### config.mk
export PLATFORM = sky130hd
export DESIGN_NAME = cache_decode
export DESIGN_NICKNAME = d
export VERILOG_FILES = /design/src/hdl/cache_pkg.sv /design/src/hdl/tag_store_if.sv /design/src/hdl/tag_store.sv /design/src/hdl/way_select.sv /design/src/hdl/miss_controller.sv /design/src/hdl/stream_register.sv /design/src/hdl/cache_decode.sv
export SDC_FILE = /design/constraint.sdc
export NUM_CORES = 1
export LEC_CHECK = 0
export BUFFER_PORTS_ARGS = -buffer_cell sky130_fd_sc_hd__buf_4
export CAP_MARGIN = 20
export CORE_ASPECT_RATIO = 2
export CORE_MARGIN = 2
export CORE_UTILIZATION = 39
export DETAILED_ROUTE_END_ITERATION = 12
export SYNTH_ARGS = -nofsm -noshare
export SYNTH_HDL_FRONTEND = slang
export SYNTH_SLANG_ARGS = --single-unit
### constraint.sdc
create_clock -name clk -period 18.5 [get_ports clk]
set_input_delay 0.925 -clock clk [delete_from_list [all_inputs] [get_ports clk]]
set_output_delay 0.925 -clock clk [all_outputs]
set_load 0.005 [all_outputs]
### src/hdl/cache_pkg.sv
package cache_pkg;

    // Cache geometry
    localparam int ADDR_WIDTH = 32;
    localparam int DATA_WIDTH = 32;
    localparam int WORD_BITS = 2;
    localparam int BLOCK_BITS = 2;
    localparam int INDEX_BITS = 2;
    localparam int TAG_BITS = ADDR_WIDTH - INDEX_BITS - BLOCK_BITS - WORD_BITS;
    localparam int ASSOCIATIVITY = 2;
    localparam int WAY_BITS = 1;
    localparam int SEQ_ID_BITS = 4;
    localparam int LOCAL_ADDR_BITS = INDEX_BITS + BLOCK_BITS;

    typedef logic [ADDR_WIDTH-1:0] addr_t;
    typedef logic [DATA_WIDTH-1:0] data_t;
    typedef logic [DATA_WIDTH/8-1:0] strobe_t;
    typedef logic [TAG_BITS-1:0] tag_t;
    typedef logic [INDEX_BITS-1:0] index_t;
    typedef logic [BLOCK_BITS-1:0] block_t;
    typedef logic [WAY_BITS-1:0] way_t;
    typedef logic [LOCAL_ADDR_BITS-1:0] local_addr_t;
    typedef logic [SEQ_ID_BITS-1:0] seq_id_t;

    // Child address split into its fields
    typedef struct packed {
        tag_t tag;
        index_t index;
        block_t block;
        logic [WORD_BITS-1:0] word;
    } addr_fields_t;

    // Age 0 is the most recently used way
    typedef struct packed {
        logic valid;
        logic dirty;
        tag_t tag;
        way_t age;
    } line_meta_t;

    typedef line_meta_t [ASSOCIATIVITY-1:0] set_meta_t;

    typedef enum logic [1:0] {
        NORMAL,
        EVICT,
        FILL,
        PENDING
    } ctrl_state_t;

    typedef struct packed {
        logic read_enable;
        strobe_t write_enable;
        local_addr_t addr;
        data_t data;
        seq_id_t id;
    } local_req_t;

    typedef struct packed {
        seq_id_t id;
        logic send_parent;
        addr_t addr;
    } meta_req_t;

    typedef struct packed {
        seq_id_t id;
        addr_t addr;
    } bypass_req_t;

endpackage

### src/hdl/tag_store_if.sv
`timescale 1ns/1ps

interface tag_store_if;
    import cache_pkg::*;

    index_t index;
    logic write_enable;
    set_meta_t write_data;
    set_meta_t read_data;
    logic ready;

    modport controller (
        output index,
        output write_enable,
        output write_data,
        input  read_data,
        input  ready
    );

    modport store (
        input  index,
        input  write_enable,
        input  write_data,
        output read_data,
        output ready
    );

endinterface

### src/hdl/tag_store.sv
`timescale 1ns/1ps

module tag_store (
    input  logic clk,
    input  logic reset,
    tag_store_if.store meta
);
    import cache_pkg::*;

    localparam int SETS = 2 ** INDEX_BITS;

    set_meta_t sets [SETS];
    index_t clear_index;
    logic clear_done;

    // Sweep every set once after reset, one set per cycle
    always_ff @(posedge clk) begin
        if (reset) begin
            clear_index <= '0;
            clear_done <= 1'b0;
        end else if (!clear_done) begin
            clear_index <= clear_index + 1'b1;
            if (clear_index == index_t'(SETS - 1)) begin
                clear_done <= 1'b1;
            end
        end
    end

    always_ff @(posedge clk) begin
        if (!clear_done) begin
            sets[clear_index] <= '0;
        end else if (meta.write_enable) begin
            sets[meta.index] <= meta.write_data;
        end
    end

    assign meta.read_data = sets[meta.index];
    assign meta.ready = clear_done;

endmodule

### src/hdl/way_select.sv
`timescale 1ns/1ps

module way_select (
    input  cache_pkg::set_meta_t set_in,
    input  cache_pkg::tag_t tag,
    output logic hit,
    output cache_pkg::way_t hit_way,
    output logic has_empty,
    output cache_pkg::way_t empty_way,
    output cache_pkg::way_t victim_way,
    output logic victim_dirty,
    output cache_pkg::tag_t victim_tag,
    input  cache_pkg::way_t touch_way,
    output cache_pkg::set_meta_t set_touched
);
    import cache_pkg::*;

    always_comb begin
        hit = 1'b0;
        hit_way = '0;
        has_empty = 1'b0;
        empty_way = '0;
        victim_way = '0;

        for (int i = 0; i < ASSOCIATIVITY; i++) begin
            if (set_in[i].valid && set_in[i].tag == tag) begin
                hit = 1'b1;
                hit_way = way_t'(i);
            end
            if (set_in[i].age > set_in[victim_way].age) begin
                victim_way = way_t'(i);
            end
        end

        // Lowest numbered invalid way wins
        for (int i = ASSOCIATIVITY - 1; i >= 0; i--) begin
            if (!set_in[i].valid) begin
                has_empty = 1'b1;
                empty_way = way_t'(i);
            end
        end
    end

    assign victim_dirty = set_in[victim_way].dirty;
    assign victim_tag = set_in[victim_way].tag;

    // Ways no older than the touched one age by one, so the all-zero
    // ages left by clearing turn into a proper order
    always_comb begin
        set_touched = set_in;
        for (int i = 0; i < ASSOCIATIVITY; i++) begin
            if (way_t'(i) != touch_way && set_in[i].age <= set_in[touch_way].age) begin
                set_touched[i].age = set_in[i].age + 1'b1;
            end
        end
        set_touched[touch_way].age = '0;
    end

endmodule

### src/hdl/miss_controller.sv
`timescale 1ns/1ps

module miss_controller (
    input  logic clk,
    input  logic reset,
    tag_store_if.controller meta,
    input  logic child_valid,
    output logic child_ready,
    input  logic child_read_enable,
    input  cache_pkg::strobe_t child_write_enable,
    input  cache_pkg::addr_t child_addr,
    input  cache_pkg::data_t child_data,
    input  cache_pkg::seq_id_t child_id,
    input  logic parent_valid,
    output logic parent_ready,
    input  cache_pkg::data_t parent_data,
    output logic local_valid,
    input  logic local_ready,
    output cache_pkg::local_req_t local_payload,
    output logic meta_valid,
    input  logic meta_ready,
    output cache_pkg::meta_req_t meta_payload,
    output logic bypass_valid,
    input  logic bypass_ready,
    output cache_pkg::bypass_req_t bypass_payload
);
    import cache_pkg::*;

    ctrl_state_t state, next_state;
    block_t front, next_front;
    block_t rear, next_rear;
    tag_t saved_tag, next_saved_tag;
    seq_id_t seq_id, next_seq_id;

    addr_fields_t fields;
    logic hit, has_empty, victim_dirty;
    way_t hit_way, empty_way, victim_way, fill_way;
    tag_t victim_tag;
    set_meta_t set_touched, write_set;

    logic consume_child, consume_parent;
    logic produce_local, produce_meta, produce_bypass;
    logic tag_write, fire;

    assign fields = child_addr;
    assign meta.index = fields.index;
    assign meta.write_data = write_set;
    assign fill_way = has_empty ? empty_way : victim_way;

    way_select way_select_i (
        .set_in(meta.read_data),
        .tag(fields.tag),
        .hit,
        .hit_way,
        .has_empty,
        .empty_way,
        .victim_way,
        .victim_dirty,
        .victim_tag,
        .touch_way(hit_way),
        .set_touched
    );

    always_comb begin
        next_state = state;
        next_front = front;
        next_rear = rear;
        next_saved_tag = saved_tag;
        next_seq_id = seq_id;

        consume_child = 1'b0;
        consume_parent = 1'b0;
        produce_local = 1'b0;
        produce_meta = 1'b0;
        produce_bypass = 1'b0;
        tag_write = 1'b0;
        write_set = meta.read_data;

        // Default local request is the child request itself
        local_payload = '{
            read_enable: child_read_enable,
            write_enable: child_write_enable,
            addr: {fields.index, fields.block},
            data: child_data,
            id: child_id
        };
        meta_payload = '{id: seq_id, send_parent: 1'b0, addr: child_addr};
        bypass_payload = '{
            id: seq_id,
            addr: {fields.tag, fields.index, front, {WORD_BITS{1'b0}}}
        };

        case (state)
            NORMAL: begin
                if (child_valid && hit) begin
                    consume_child = 1'b1;
                    produce_local = 1'b1;
                    produce_meta = child_read_enable;
                    tag_write = 1'b1;
                    write_set = set_touched;
                    write_set[hit_way].dirty = set_touched[hit_way].dirty | (|child_write_enable);
                    next_seq_id = seq_id + 1'b1;
                end else if (child_valid) begin
                    // Claim the victim way now, the request is retried after refill
                    tag_write = 1'b1;
                    write_set[fill_way].valid = 1'b1;
                    write_set[fill_way].dirty = 1'b0;
                    write_set[fill_way].tag = fields.tag;
                    next_saved_tag = victim_tag;
                    next_front = '0;
                    next_rear = '0;
                    next_state = (!has_empty && victim_dirty) ? EVICT : FILL;
                end
            end
            EVICT: begin
                produce_local = 1'b1;
                produce_meta = 1'b1;
                local_payload.read_enable = 1'b1;
                local_payload.write_enable = '0;
                local_payload.addr = {fields.index, front};
                meta_payload.send_parent = 1'b1;
                meta_payload.addr = {saved_tag, fields.index, front, {WORD_BITS{1'b0}}};
                next_seq_id = seq_id + 1'b1;
                next_front = front + 1'b1;
                if (&front) begin
                    next_state = FILL;
                end
            end
            FILL: begin
                produce_bypass = 1'b1;
                next_seq_id = seq_id + 1'b1;
                next_front = front + 1'b1;
                if (&front) begin
                    next_state = PENDING;
                end
                // Parent words are written as they come back
                consume_parent = parent_valid;
                produce_local = parent_valid;
                local_payload.read_enable = 1'b0;
                local_payload.write_enable = '1;
                local_payload.addr = {fields.index, rear};
                local_payload.data = parent_data;
                if (parent_valid) begin
                    next_rear = rear + 1'b1;
                end
            end
            PENDING: begin
                consume_parent = 1'b1;
                produce_local = 1'b1;
                local_payload.read_enable = 1'b0;
                local_payload.write_enable = '1;
                local_payload.addr = {fields.index, rear};
                local_payload.data = parent_data;
                next_rear = rear + 1'b1;
                if (&rear) begin
                    next_state = NORMAL;
                end
            end
            default: begin
                next_state = NORMAL;
            end
        endcase
    end

    // A step fires only when all chosen inputs and outputs can move
    assign fire = meta.ready
        && (!consume_child || child_valid)
        && (!consume_parent || parent_valid)
        && (!produce_local || local_ready)
        && (!produce_meta || meta_ready)
        && (!produce_bypass || bypass_ready);

    assign child_ready = fire && consume_child;
    assign parent_ready = fire && consume_parent;
    assign local_valid = fire && produce_local;
    assign meta_valid = fire && produce_meta;
    assign bypass_valid = fire && produce_bypass;
    assign meta.write_enable = fire && tag_write;

    always_ff @(posedge clk) begin
        if (reset) begin
            state <= NORMAL;
            front <= '0;
            rear <= '0;
            seq_id <= '0;
        end else if (fire) begin
            state <= next_state;
            front <= next_front;
            rear <= next_rear;
            seq_id <= next_seq_id;
        end
    end

    always_ff @(posedge clk) begin
        if (fire) begin
            saved_tag <= next_saved_tag;
        end
    end

endmodule

### src/hdl/stream_register.sv
`timescale 1ns/1ps

module stream_register #(
    parameter int WIDTH = 32
) (
    input  logic clk,
    input  logic reset,
    input  logic in_valid,
    output logic in_ready,
    input  logic [WIDTH-1:0] in_data,
    output logic out_valid,
    input  logic out_ready,
    output logic [WIDTH-1:0] out_data
);

    logic full;
    logic [WIDTH-1:0] data;

    // Room when empty or when the held item leaves this cycle
    assign in_ready = !full || out_ready;

    always_ff @(posedge clk) begin
        if (reset) begin
            full <= 1'b0;
        end else if (in_ready) begin
            full <= in_valid;
        end
    end

    always_ff @(posedge clk) begin
        if (in_valid && in_ready) begin
            data <= in_data;
        end
    end

    assign out_valid = full;
    assign out_data = data;

endmodule

### src/hdl/cache_decode.sv
`timescale 1ns/1ps

module cache_decode (
    input  logic clk,
    input  logic reset,

    input  logic child_valid,
    output logic child_ready,
    input  logic child_read_enable,
    input  cache_pkg::strobe_t child_write_enable,
    input  cache_pkg::addr_t child_addr,
    input  cache_pkg::data_t child_data,
    input  cache_pkg::seq_id_t child_id,

    input  logic parent_valid,
    output logic parent_ready,
    input  cache_pkg::data_t parent_data,

    output logic local_valid,
    input  logic local_ready,
    output logic local_read_enable,
    output cache_pkg::strobe_t local_write_enable,
    output cache_pkg::local_addr_t local_addr,
    output cache_pkg::data_t local_data,
    output cache_pkg::seq_id_t local_id,

    output logic meta_valid,
    input  logic meta_ready,
    output cache_pkg::seq_id_t meta_id,
    output logic meta_send_parent,
    output cache_pkg::addr_t meta_addr,

    output logic bypass_valid,
    input  logic bypass_ready,
    output cache_pkg::seq_id_t bypass_id,
    output cache_pkg::addr_t bypass_addr
);
    import cache_pkg::*;

    logic local_next_valid, local_next_ready;
    logic meta_next_valid, meta_next_ready;
    logic bypass_next_valid, bypass_next_ready;
    local_req_t local_next, local_out;
    meta_req_t meta_next, meta_out;
    bypass_req_t bypass_next, bypass_out;

    tag_store_if tag_if ();

    tag_store tag_store_i (
        .clk,
        .reset,
        .meta(tag_if.store)
    );

    miss_controller miss_controller_i (
        .clk,
        .reset,
        .meta(tag_if.controller),
        .child_valid,
        .child_ready,
        .child_read_enable,
        .child_write_enable,
        .child_addr,
        .child_data,
        .child_id,
        .parent_valid,
        .parent_ready,
        .parent_data,
        .local_valid(local_next_valid),
        .local_ready(local_next_ready),
        .local_payload(local_next),
        .meta_valid(meta_next_valid),
        .meta_ready(meta_next_ready),
        .meta_payload(meta_next),
        .bypass_valid(bypass_next_valid),
        .bypass_ready(bypass_next_ready),
        .bypass_payload(bypass_next)
    );

    stream_register #(
        .WIDTH($bits(local_req_t))
    ) local_stage_i (
        .clk,
        .reset,
        .in_valid(local_next_valid),
        .in_ready(local_next_ready),
        .in_data(local_next),
        .out_valid(local_valid),
        .out_ready(local_ready),
        .out_data(local_out)
    );

    stream_register #(
        .WIDTH($bits(meta_req_t))
    ) meta_stage_i (
        .clk,
        .reset,
        .in_valid(meta_next_valid),
        .in_ready(meta_next_ready),
        .in_data(meta_next),
        .out_valid(meta_valid),
        .out_ready(meta_ready),
        .out_data(meta_out)
    );

    stream_register #(
        .WIDTH($bits(bypass_req_t))
    ) bypass_stage_i (
        .clk,
        .reset,
        .in_valid(bypass_next_valid),
        .in_ready(bypass_next_ready),
        .in_data(bypass_next),
        .out_valid(bypass_valid),
        .out_ready(bypass_ready),
        .out_data(bypass_out)
    );

    assign local_read_enable = local_out.read_enable;
    assign local_write_enable = local_out.write_enable;
    assign local_addr = local_out.addr;
    assign local_data = local_out.data;
    assign local_id = local_out.id;

    assign meta_id = meta_out.id;
    assign meta_send_parent = meta_out.send_parent;
    assign meta_addr = meta_out.addr;

    assign bypass_id = bypass_out.id;
    assign bypass_addr = bypass_out.addr;

endmodule

# After elaboration in Yosys (flattened, before gate mapping)
# Memory sizes are Yosys's and may differ from the RTL's.
# Index checks and enable logic that the tools add are counted.
dict set report totals {
  wordCells 169
  register_bits 158
  ram_bits 232
  n_memories 1
}
# name depth width rd rd_ports_with_merged_regs write_ports line
set memory_table {}
lappend memory_table {tag_store_i.sets 4 58 1 0 1 tag_store.sv:12} ;# set_meta_t sets [SETS];
dict set report op_classes {
  reduce_logical 54
  n_addsub 6
  order_cmp 8
  n_bitwise 3
  eq_ne 13
  mux 70
}
# op count
set ops {}
lappend ops {{58-bit bitwise mux} 5}
lappend ops {{58-bit two-way mux} 4}
lappend ops {{28-bit two-way mux} 6}
lappend ops {{29-bit demux with 1-bit select} 5}
lappend ops {{58-bit OR reduction} 1}
lappend ops {{26-bit == test} 2}
lappend ops {{33-bit two-way mux} 1}
lappend ops {{32-bit two-way mux} 1}
lappend ops {{29-bit two-way mux} 1}
lappend ops {{1-bit two-way mux} 27}
lappend ops {{27-bit two-way mux} 1}
lappend ops {{1-bit logical AND} 22}
lappend ops {{2-bit two-way mux} 10}
lappend ops {{9-bit case mux with 2 select lines} 1}
lappend ops {{1-bit logical NOT} 9}
lappend ops {{1-bit logical OR} 8}
lappend ops {{2-bit by 1-bit != test with 1-bit output, second input constant} 4}
lappend ops {{2-bit case mux with 4 select lines} 1}
lappend ops {{4-bit case mux with 2 select lines} 1}
lappend ops {{4-bit AND reduction} 2}
lappend ops {{2-bit by 1-bit adder with 2-bit output, second input constant} 3}
lappend ops {{2-bit == test, second input constant} 3}
lappend ops {{1-bit by 2-bit < comparator with 1-bit output, second input constant} 3}
lappend ops {{2-bit != test, second input constant} 3}
lappend ops {{other kinds (22)} 30}

# Logic depth before layout (Yosys ltp)
# Gate-level depths: netlist of the first run.
# An unclocked memory read counts as a cell.
dict set report logic_depth {
  word_depth 21
  ltp_mapped 16
  ltp_nobuf 9
}

# Cells and area by module
# Synthesis of the first run repeated with hierarchy kept, for this count alone.
dict set report hier_totals {
  cells_unflattened 1155
  hier_area_um2 18002.3
}
# module area_each_um2 cells_each instances
set by_module_without_submodules {}
lappend by_module_without_submodules {tag_store 9019.9 395 1}
lappend by_module_without_submodules {miss_controller 3920.0 464 1}
lappend by_module_without_submodules {{stream_register (local_stage_i)} 1406.3 50 1}
lappend by_module_without_submodules {way_select 1353.8 163 1}
lappend by_module_without_submodules {{stream_register (meta_stage_i)} 1166.1 42 1}
lappend by_module_without_submodules {{stream_register (bypass_stage_i)} 1136.1 41 1}

# Least setup slack after synthesis of the first run
# Ideal clock, no wire load.
dict set report synth_path {
  path_type {input to register}
  start {input child_addr[4]}
  end {memory tag_store_i.sets[0][0] (netlist bit) (enable)}
  t_arrival_ns 7.597
  setup_slack_ns 10.340
  required_time_ns 17.937
  cell_stages 13
  setup_ns 0.563
  n_path_buf 6
  cell_sequence {buf_6 -> buf_8 -> buf_8 -> buf_4 -> mux4_2 -> xnor2_1 -> nand4_1 -> or3_1 -> o21ai_4 -> a211o_1 -> buf_4 -> buf_2 -> o32ai_1}
}
dict set report synth_via {
  elab_chain_cells 21
  word_cells_on_any_way 33
  classes_between {eq/ne: 2; mux: 14; reduce/logical: 16; memory: 1}
}
# item line
set synth_rtl {}
lappend synth_rtl {{from (decl)} cache_decode.sv:11} ;# input cache_pkg::addr_t child_addr,
lappend synth_rtl {{memory 4 x 58 bit} --}
lappend synth_rtl {{26-bit == test} way_select.sv:26} ;# if (set_in[i].valid && set_in[i].tag == tag) begin
lappend synth_rtl {{1-bit logical AND} way_select.sv:26}
lappend synth_rtl {{1-bit two-way mux (2 in a row)} way_select.sv:26}
lappend synth_rtl {{1-bit logical AND} miss_controller.sv:95} ;# if (child_valid && hit) begin
lappend synth_rtl {{1-bit two-way mux} miss_controller.sv:95}
lappend synth_rtl {{1-bit two-way mux} miss_controller.sv:93} ;# case (state)
lappend synth_rtl {{1-bit logical NOT} miss_controller.sv:167} ;# && (!consume_child || child_valid)
lappend synth_rtl {{[... 4 more ...]} --}
lappend synth_rtl {{1-bit logical AND} miss_controller.sv:170} ;# && (!produce_meta || meta_ready)
lappend synth_rtl {{1-bit logical AND} miss_controller.sv:171} ;# && (!produce_bypass || bypass_ready);
lappend synth_rtl {{1-bit logical AND} miss_controller.sv:178} ;# assign meta.write_enable = fire && tag_write;
lappend synth_rtl {{1-bit two-way mux} tag_store.sv:32} ;# end else if (meta.write_enable) begin
lappend synth_rtl {{1-bit two-way mux} tag_store.sv:30} ;# if (!clear_done) begin
lappend synth_rtl {{1-bit two-way mux (implied by the code)} tag_store.sv:33} ;# sets[meta.index] <= meta.write_data;
lappend synth_rtl {{58-bit OR reduction (no line)} --}
lappend synth_rtl {{2-bit two-way mux (no line) or 1-bit two-way mux (tied branches)} --}
lappend synth_rtl {{to (decl)} tag_store.sv:12}
# Several ways; a longest one is shown, not always the timed one.

# Final worst setup path of the first run
dict set report layout_path {
  start {input child_addr[4]}
  end {output child_ready}
}
dict set report layout_via {
  elab_chain_cells 16
  word_cells_on_any_way 25
  classes_between {eq/ne: 2; mux: 7; reduce/logical: 15; memory: 1}
}
# item line
set layout_rtl {}
lappend layout_rtl {{memory 4 x 58 bit (*)} --}
lappend layout_rtl {{26-bit == test} way_select.sv:26}
lappend layout_rtl {{1-bit logical AND} way_select.sv:26}
lappend layout_rtl {{1-bit two-way mux} way_select.sv:26}
lappend layout_rtl {{1-bit two-way mux (*)} way_select.sv:26}
lappend layout_rtl {{1-bit logical AND (*)} miss_controller.sv:95}
lappend layout_rtl {{1-bit two-way mux} miss_controller.sv:95}
lappend layout_rtl {{1-bit two-way mux} miss_controller.sv:93}
lappend layout_rtl {{1-bit logical NOT} miss_controller.sv:167}
lappend layout_rtl {{1-bit logical OR} miss_controller.sv:167}
lappend layout_rtl {{1-bit logical AND} miss_controller.sv:167}
lappend layout_rtl {{1-bit logical AND} miss_controller.sv:168} ;# && (!consume_parent || parent_valid)
lappend layout_rtl {{1-bit logical AND} miss_controller.sv:169} ;# && (!produce_local || local_ready)
lappend layout_rtl {{1-bit logical AND} miss_controller.sv:170}
lappend layout_rtl {{1-bit logical AND} miss_controller.sv:171}
lappend layout_rtl {{1-bit logical AND (*)} miss_controller.sv:173} ;# assign child_ready = fire && consume_child;
lappend layout_rtl {{to (decl)} cache_decode.sv:8} ;# output logic child_ready,
# Every way passes the cells marked *; elsewhere a longest branch is shown, timed or not.

==> impl_metrics.json, run 1 <==
{
  "run_status": "finished, final reports clean",
  "syn_area_per_cell_um2": 16.4,
  "fp.dieArea_um2": 45100,
  "synth_ff_type": "sky130_fd_sc_hd__edfxtp_1",
  "clock_transition_at_path_regs_ns": 0.07,
  "netlist_area_before_placement_um2": 16900,
  "initialDrtViolationCount": 649,
  "buffer_ports.inserted": 232,
  "ctsHoldBuffers": 0,
  "placementRows": 107,
  "placeable_core_region_um2": 42700,
  "power.clock.fraction_pct": 35.1,
  "layout_min_cycle_time_ns": 6.97,
  "fin_ws_ns": 11.53,
  "postPlaceCellArea_um2": 19200,
  "grt_start_max_net_pins": 59,
  "timing.hold.worst.class": "reg2reg",
  "netSwitchingPower_mw": 0.513,
  "yosysWarningCount": 0,
  "dr_wl_cell_um": 24.3,
  "synth_edf_count": 374,
  "timing.slew.headroom_pct": 31.1,
  "critPathMaxFanout": 52,
  "seq_power_share_pct": 51.3,
  "grt_first_pass_wirelength_mm": 63.8,
  "cap_viol_max_count": 0,
  "detailroute.via_count": 9739,
  "netSwitchingFraction_pct": 24.6,
  "grt_antenna_before_repair": 1,
  "maxSlewViolCount": 0,
  "skew_ns": 0.0206,
  "boundaryPins": 235,
  "clock-root-buffer": "sky130_fd_sc_hd__clkbuf_16",
  "clock_tree.htree_level_count": 2,
  "instances_no_fill": 1830,
  "grt_overflow_total": 0,
  "most-common-layout-cells": "374 x sky130_fd_sc_hd__edfxtp_1, 246 x sky130_fd_sc_hd__buf_4, 88 x sky130_fd_sc_hd__mux2i_1",
  "worst_slew_pin_slew_ns": 1.02,
  "first_global_vias": 10200,
  "area_growth_from_synthesis_to_final_layout_pct": 20.4,
  "layout_worst_path_cycle_share_pct": 37.7,
  "layout.cells.most_common": "sky130_fd_sc_hd__edfxtp_1",
  "post-route-util_pct": 47.6,
  "gp_routability_congestion": 0.828,
  "dieWidth_um": 151,
  "drt.antenna.violating_nets": 0,
  "design_power_total_mw": 2.08,
  "synth_cell_type_count": 64,
  "clock_sinks": 390,
  "endpoint_kind": "output port",
  "number_of_setup_violations_in_the_final_report": 0,
  "drt_pass1_iterations": 5,
  "drc": 0,
  "clk-insertion-delay-late_ns": 0.54,
  "antenna-diode-count": 0,
  "dp_cells": 1766,
  "wire_length_reported_by_the_detailed_router_mm": 44.4,
  "timing.critical_path.arrival_ns": 6.05,
  "grt_setup_unrepaired": "no",
  "final.hold.worst_slack_ns": 0.486,
  "share_of_cells_above_drive_strength_1_pct": 34.7,
  "fin_setup_tns_ns": 0,
  "layout.nets": 1380,
  "clk_path_buf_depth": 3,
  "chipHeight_um": 298,
  "cts_tree": "done",
  "highest_clock_frequency_the_design_can_meet_mhz": 143,
  "grt_usage_pct": 19.5,
  "initial_core_util_pct": 39.6,
  "postLayoutCellArea_um2": 20300,
  "timing.final.hold_violations": 0,
  "intPower_mw": 1.57,
  "post_cts_resize_count": 0,
  "worstSetupPathType": "in2out",
  "worst_setup_path_start_kind": "input port",
  "synth-seq-cells": 390,
  "dp_hpwl_mm": 29.7,
  "pwr_density_cell_nw_per_um2": 103,
  "via_per_inst": 5.32,
  "cts_buffer_count": 36,
  "dp_slack_ns": 11.48,
  "pwr-share-comb_pct": 13.7,
  "filler_cell_count": 3712,
  "post_cts_buffers": 0,
  "ys_async_sr_fraction_pct": 0,
  "ir_worst_vdd_v": 0.0000610,
  "synth-seq-area-share_pct": 68.4,
  "synthesis.instances": 1030,
  "worst-endpoint-required_ns": 17.57,
  "total_leakage_power_nw": 7.22
}
## cells by family (layout without fill, tap and decap cells)
group / after synthesis / count (layout) / synth area share, %
flops: 390 / 390 / 68.4
other cells: 1 / 2 / 0.0222
xor+xnor: 46 / 46 / 2.39
fa+ha+maj: 9 / 9 / 0.667
simple gates: 186 / 186 / 5.18
compound gates: 103 / 103 / 4.14
mux: 215 / 215 / 16.7
buf+inv: 80 / 334 / 2.53
## cell usage after synthesis (4+ instances only)
| cell type | count | area, um2 |
|---|---|---|
| sky130_fd_sc_hd__buf_1 | 4 | 15.0 |
| sky130_fd_sc_hd__nor2b_1 | 18 | 113 |
| sky130_fd_sc_hd__nand2_1 | 45 | 169 |
| sky130_fd_sc_hd__mux2i_1 | 88 | 881 |
| sky130_fd_sc_hd__xor2_1 | 10 | 87.6 |
| sky130_fd_sc_hd__edfxtp_1 | 374 | 11200 |
| sky130_fd_sc_hd__o21ai_0 | 26 | 130 |
| sky130_fd_sc_hd__or3_1 | 4 | 25.0 |
| sky130_fd_sc_hd__xnor2_1 | 36 | 315 |
| sky130_fd_sc_hd__nand2b_1 | 7 | 43.8 |
| sky130_fd_sc_hd__o32ai_1 | 4 | 35.0 |
| sky130_fd_sc_hd__mux2_2 | 81 | 912 |
| sky130_fd_sc_hd__a21oi_1 | 23 | 115 |
| sky130_fd_sc_hd__ha_1 | 9 | 113 |
| sky130_fd_sc_hd__buf_2 | 11 | 55.1 |
| sky130_fd_sc_hd__o22ai_1 | 5 | 31.3 |
| sky130_fd_sc_hd__nor3_1 | 6 | 30.0 |
| sky130_fd_sc_hd__dfxtp_1 | 16 | 320 |
| sky130_fd_sc_hd__nor2_1 | 76 | 285 |
| sky130_fd_sc_hd__buf_4 | 7 | 52.6 |
| sky130_fd_sc_hd__buf_6 | 7 | 78.8 |
| sky130_fd_sc_hd__inv_1 | 24 | 90.1 |
| sky130_fd_sc_hd__nand3_1 | 5 | 25.0 |
| sky130_fd_sc_hd__nand4_1 | 11 | 68.8 |
| sky130_fd_sc_hd__clkbuf_1 | 24 | 90.1 |
| sky130_fd_sc_hd__mux4_2 | 45 | 1010 |
## flip-flops by register name, summed over array words and instances (netlist names)
signal	flops
miss_controller_i.seq_id	4
bypass_stage_i.out_data	34
miss_controller_i.rear	2
meta_stage_i.out_data	37
tag_store_i.sets	232
miss_controller_i.front	2
tag_store_i.meta.ready	1
tag_store_i.clear_index	2
bypass_stage_i.out_valid	1
meta_stage_i.out_valid	1
local_stage_i.out_valid	1
miss_controller_i.state	2
local_stage_i.out_data	45
miss_controller_i.saved_tag	26
## area by class of cell
type                       instances  area, um2  share of cell area, %
clock buffer                      45        956                   4.70
clock inverter                    19        176                  0.868
timing repair buffer             246       1850                   9.08
inverter                          24       90.1                  0.443
sequential                       390      11600                   56.8
multi-input combinational        561       5030                   24.7
tap                              545        682                   3.35
## power by group through the flow
| stage | registers [mW] | clock network, mW | logic (mW) |
|---|---|---|---|
| floorplan | 1.09 | 0 | 0.181 |
| global route | 1.07 | 0.778 | 0.304 |
| CTS | 1.07 | 0.750 | 0.289 |
| finish | 1.07 | 0.731 | 0.285 |
| global placement | 1.08 | 0 | 0.287 |
| detailed placement | 1.09 | 0 | 0.287 |
## critical path, cell delays in order
cell and delay [ns]:
sky130_fd_sc_hd__buf_4 0.51, sky130_fd_sc_hd__buf_4 0.90, sky130_fd_sc_hd__mux4_2 0.65, sky130_fd_sc_hd__xnor2_1 0.16, sky130_fd_sc_hd__nand2_1 0.07, sky130_fd_sc_hd__a2111o_1 0.36
sky130_fd_sc_hd__or4_1 0.67, sky130_fd_sc_hd__o21ai_4 0.21, sky130_fd_sc_hd__a211o_2 0.65, sky130_fd_sc_hd__buf_4 0.56, sky130_fd_sc_hd__nor2_1 0.14, sky130_fd_sc_hd__buf_4 0.17
## metal layers
metal	routed length [um]	GRT usage [%]	up-vias
li1	-	-	4429
met5	16	0	-
met1	15200	20.5	4831
met4	2660	10.7	2
met3	2510	2.86	94
met2	24000	36.5	383
## path summary, 6_finish.rpt
path | start | to | slack (ns) | cells past startpoint
setup / recovery | child_addr[4] | child_ready | 11.53 | 12
hold / removal | miss_controller_i.seq_id[3]$_SDFFE_PP0P_ | bypass_stage_i.out_data[35]$_DFFE_PP_ | 0.49 | 0
setup reg to reg | miss_controller_i.state[1]$_SDFFE_PP0P_ | tag_store_i.sets[1][4]$_DFFE_PP_ | 13.82 | 9
hold reg to reg | miss_controller_i.seq_id[3]$_SDFFE_PP0P_ | bypass_stage_i.out_data[35]$_DFFE_PP_ | 0.49 | 0
(Power assumes the default switching activity.)
==> run 2: changes to the inputs <==
- clock period: 18.5 -> 5.6 ns (I/O delays scaled with it)
==> run 2 against run 1 <==
Worst hold slack worse by 0.47 ns. Wire length rose by 3.6%. Highest routed layer is now met4. Global-route usage increased by 0.73 points. Final cell count grew 1.6%. Critical endpoint unchanged.
==> impl_metrics.json, run 2 (synthesized netlist as in run 1, its figures left out) <==
{
  "placeable_core_region_um2": 42700,
  "boundaryPins": 235,
  "worst_path_dominant_cell_family": "compound AO/OA/AOI/OAI gates",
  "initialDrtViolationCount": 607,
  "largest_register_ff_count": 232,
  "holdCritStartpoint": "child_addr[8]",
  "timing.final.hold_violations": 0,
  "worst_path_max_delay_cell": "sky130_fd_sc_hd__or4_4",
  "worstSetupPathType": "in2out",
  "area_of_the_multi_input_gates_um2": 5030,
  "worst_path_largest_cell_delay_ns": 0.58,
  "buffer_ports.inserted": 232,
  "first_global_vias": 10400,
  "clock_transition_at_path_regs_ns": 0.06,
  "drt_pass1_iterations": 5,
  "maxSlewViolCount": 0,
  "via_per_inst": 5.30,
  "endpoint_kind": "output port",
  "run_status": "finished, final reports clean",
  "design_power_total_mw": 7.14,
  "cap_viol_max_count": 0,
  "detailroute.via_count": 9866,
  "skew_ns": 0.0252,
  "grt_start_max_net_pins": 47,
  "seqCellArea_um2": 11600,
  "grt_antenna_before_repair": 0,
  "layout_min_cycle_time_ns": 4.35,
  "drc": 0,
  "dp_hpwl_mm": 31.6,
  "worst_setup_path_start_kind": "input port",
  "wire_length_reported_by_the_detailed_router_mm": 46.0,
  "clk_path_buf_depth": 3,
  "timing.slew.headroom_pct": 35.5,
  "dr_wl_cell_um": 24.7,
  "fin_ws_ns": 1.25,
  "number_of_setup_violations_in_the_final_report": 0,
  "largest-register": "tag_store_i.sets",
  "timing.critical_path.arrival_ns": 4.07,
  "clock_sinks": 390,
  "total_leakage_power_nw": 7.40,
  "most-common-layout-cells": "374 x sky130_fd_sc_hd__edfxtp_1, 262 x sky130_fd_sc_hd__buf_4, 88 x sky130_fd_sc_hd__mux2i_1",
  "chipHeight_um": 298,
  "worst_slew_pin_slew_ns": 0.966,
  "grt_first_pass_wirelength_mm": 66.2,
  "worstRegToRegCells": 9,
  "timing.hold.worst.class": "in2reg",
  "placementRows": 107,
  "share_of_cells_above_drive_strength_1_pct": 35.5,
  "drt.antenna.violating_nets": 0,
  "grt_overflow_total": 0,
  "grt_setup_unrepaired": "no",
  "postPlaceCellArea_um2": 19300,
  "ir_worst_vdd_v": 0.000186,
  "grt_usage_pct": 20.3,
  "clock-root-buffer": "sky130_fd_sc_hd__clkbuf_16",
  "critPathMaxFanout": 28,
  "dieWidth_um": 151,
  "area_growth_from_synthesis_to_final_layout_pct": 22.6,
  "min_delay_endpoint": "bypass_stage_i.out_data[8]$_DFFE_PP_",
  "layout_worst_path_cycle_share_pct": 77.6,
  "layout.nets": 1409,
  "postLayoutCellArea_um2": 20700,
  "clock_tree.htree_level_count": 2,
  "reg2reg_slack_ns": 1.67,
  "cts_buffer_count": 36,
  "rr_endpoint": "tag_store_i.sets[2][48]$_DFFE_PP_",
  "fp.dieArea_um2": 45100,
  "critical-path-top-cell-by-count": "sky130_fd_sc_hd__buf_4",
  "worstHoldPathCells": 1,
  "worst_path_buf_inv": 3,
  "filler_cell_count": 3687,
  "fin_setup_tns_ns": 0,
  "cp-startpoint": "child_addr[4]",
  "post_cts_resize_count": 0,
  "gp_routability_congestion": 0.870,
  "pwr_density_cell_nw_per_um2": 344,
  "highest_clock_frequency_the_design_can_meet_mhz": 230,
  "worst-endpoint-required_ns": 5.32,
  "crit-reg2reg-launch": "tag_store_i.sets[3][22]$_DFFE_PP_",
  "cts_tree": "done",
  "initial_core_util_pct": 39.6,
  "dp_slack_ns": 0.984,
  "layout.cells.most_common": "sky130_fd_sc_hd__edfxtp_1",
  "clk-insertion-delay-late_ns": 0.54,
  "crit_chain": "buf_4 -> buf_4 -> mux2i_1 -> o22ai_1 -> a2111oi_2 -> o21ai_1 -> or4_4 -> o21ai_4 -> a211o_2 -> nor2_1 -> buf_4",
  "antenna-diode-count": 0
}
-- run 2: changes by cell type in the layout (fill, tap and decap cells not counted) --
cell | before | now
sky130_fd_sc_hd__inv_6 | 2 | 5
sky130_fd_sc_hd__dlygate4sd3_1 | 0 | 12
sky130_fd_sc_hd__clkinv_2 | 6 | 2
sky130_fd_sc_hd__bufinv_16 | 3 | 7
sky130_fd_sc_hd__clkinvlp_4 | 1 | 2
sky130_fd_sc_hd__clkinv_1 | 6 | 4
sky130_fd_sc_hd__buf_4 | 246 | 262
sky130_fd_sc_hd__buf_12 | 0 | 1
sky130_fd_sc_hd__clkbuf_1 | 8 | 7
-- run 2: per-layer routing --
metal / track usage [%] / wire, um / vias up / part of all wire (%)
met5: 0 / 0 / - / 0
met4: 8.41 / 1870 / 0 / 4.1
met3: 2.53 / 2530 / 77 / 5.5
met2: 39.4 / 25700 / 370 / 56
met1: 21.4 / 15900 / 4937 / 35
li1: - / - / 4482 / -
-- run 2: worst register-to-register path, cell delays in order (launching register included) --
cell                       delay [ns]
sky130_fd_sc_hd__edfxtp_1        0.37
sky130_fd_sc_hd__mux4_2          0.54
sky130_fd_sc_hd__xnor2_1         0.39
sky130_fd_sc_hd__nand2_1         0.10
sky130_fd_sc_hd__a2111o_1        0.34
sky130_fd_sc_hd__or4_1           0.66
sky130_fd_sc_hd__o21ai_4         0.21
sky130_fd_sc_hd__a211o_2         0.47
sky130_fd_sc_hd__buf_4           0.42
sky130_fd_sc_hd__nor2_1          0.16
-- run 2: how the worst max path moves through the flow --
stage,to,depth (start not counted),slack (ns)
6_report,child_ready,11,1.25
5_1_grt,child_ready,11,1.02
4_1_cts,child_ready,11,1.23
3_5_place_dp,tag_store_i.sets[2][37]$_DFFE_PP_,11,0.98
3_3_place_gp,bypass_stage_i.out_data[10]$_DFFE_PP_,12,1.05
2_1_floorplan,tag_store_i.sets[0][0]$_DFFE_PP_,13,-1.91
-- run 2: stage by stage --
stage,hold slack [ns],util [%],cells
finish,0.0208,48.5,1860
global route,0.0139,48.5,1860
CTS,0.00561,48.5,1860
detailed placement,0.461,45.3,1783
global placement,0.457,45.3,1783
floorplan,0.379,-,1031
-- run 2: report_power, final --
part,leakage [nW],internal [mW],switching (mW)
registers,3.67,3.47,0.0616
logic,3.13,0.384,0.586
clock network,0.604,1.55,1.09
total,7.40,5.40,1.73
-- run 2: area by class of cell --
class / count / share of cell area [%]
Timing Repair Buffer: 275 / 10.2
Sequential cell: 390 / 55.8
Clock inverter: 21 / 1.46
Tap cell: 545 / 3.29
Clock buffer: 44 / 4.60
Inverter: 24 / 0.435
Multi-Input combinational cell: 561 / 24.3
-- run 2: timing repair --
item	CTS	global route
hold endpoints to repair	12	0
hold buffers	12	0
buffers inserted	0	0
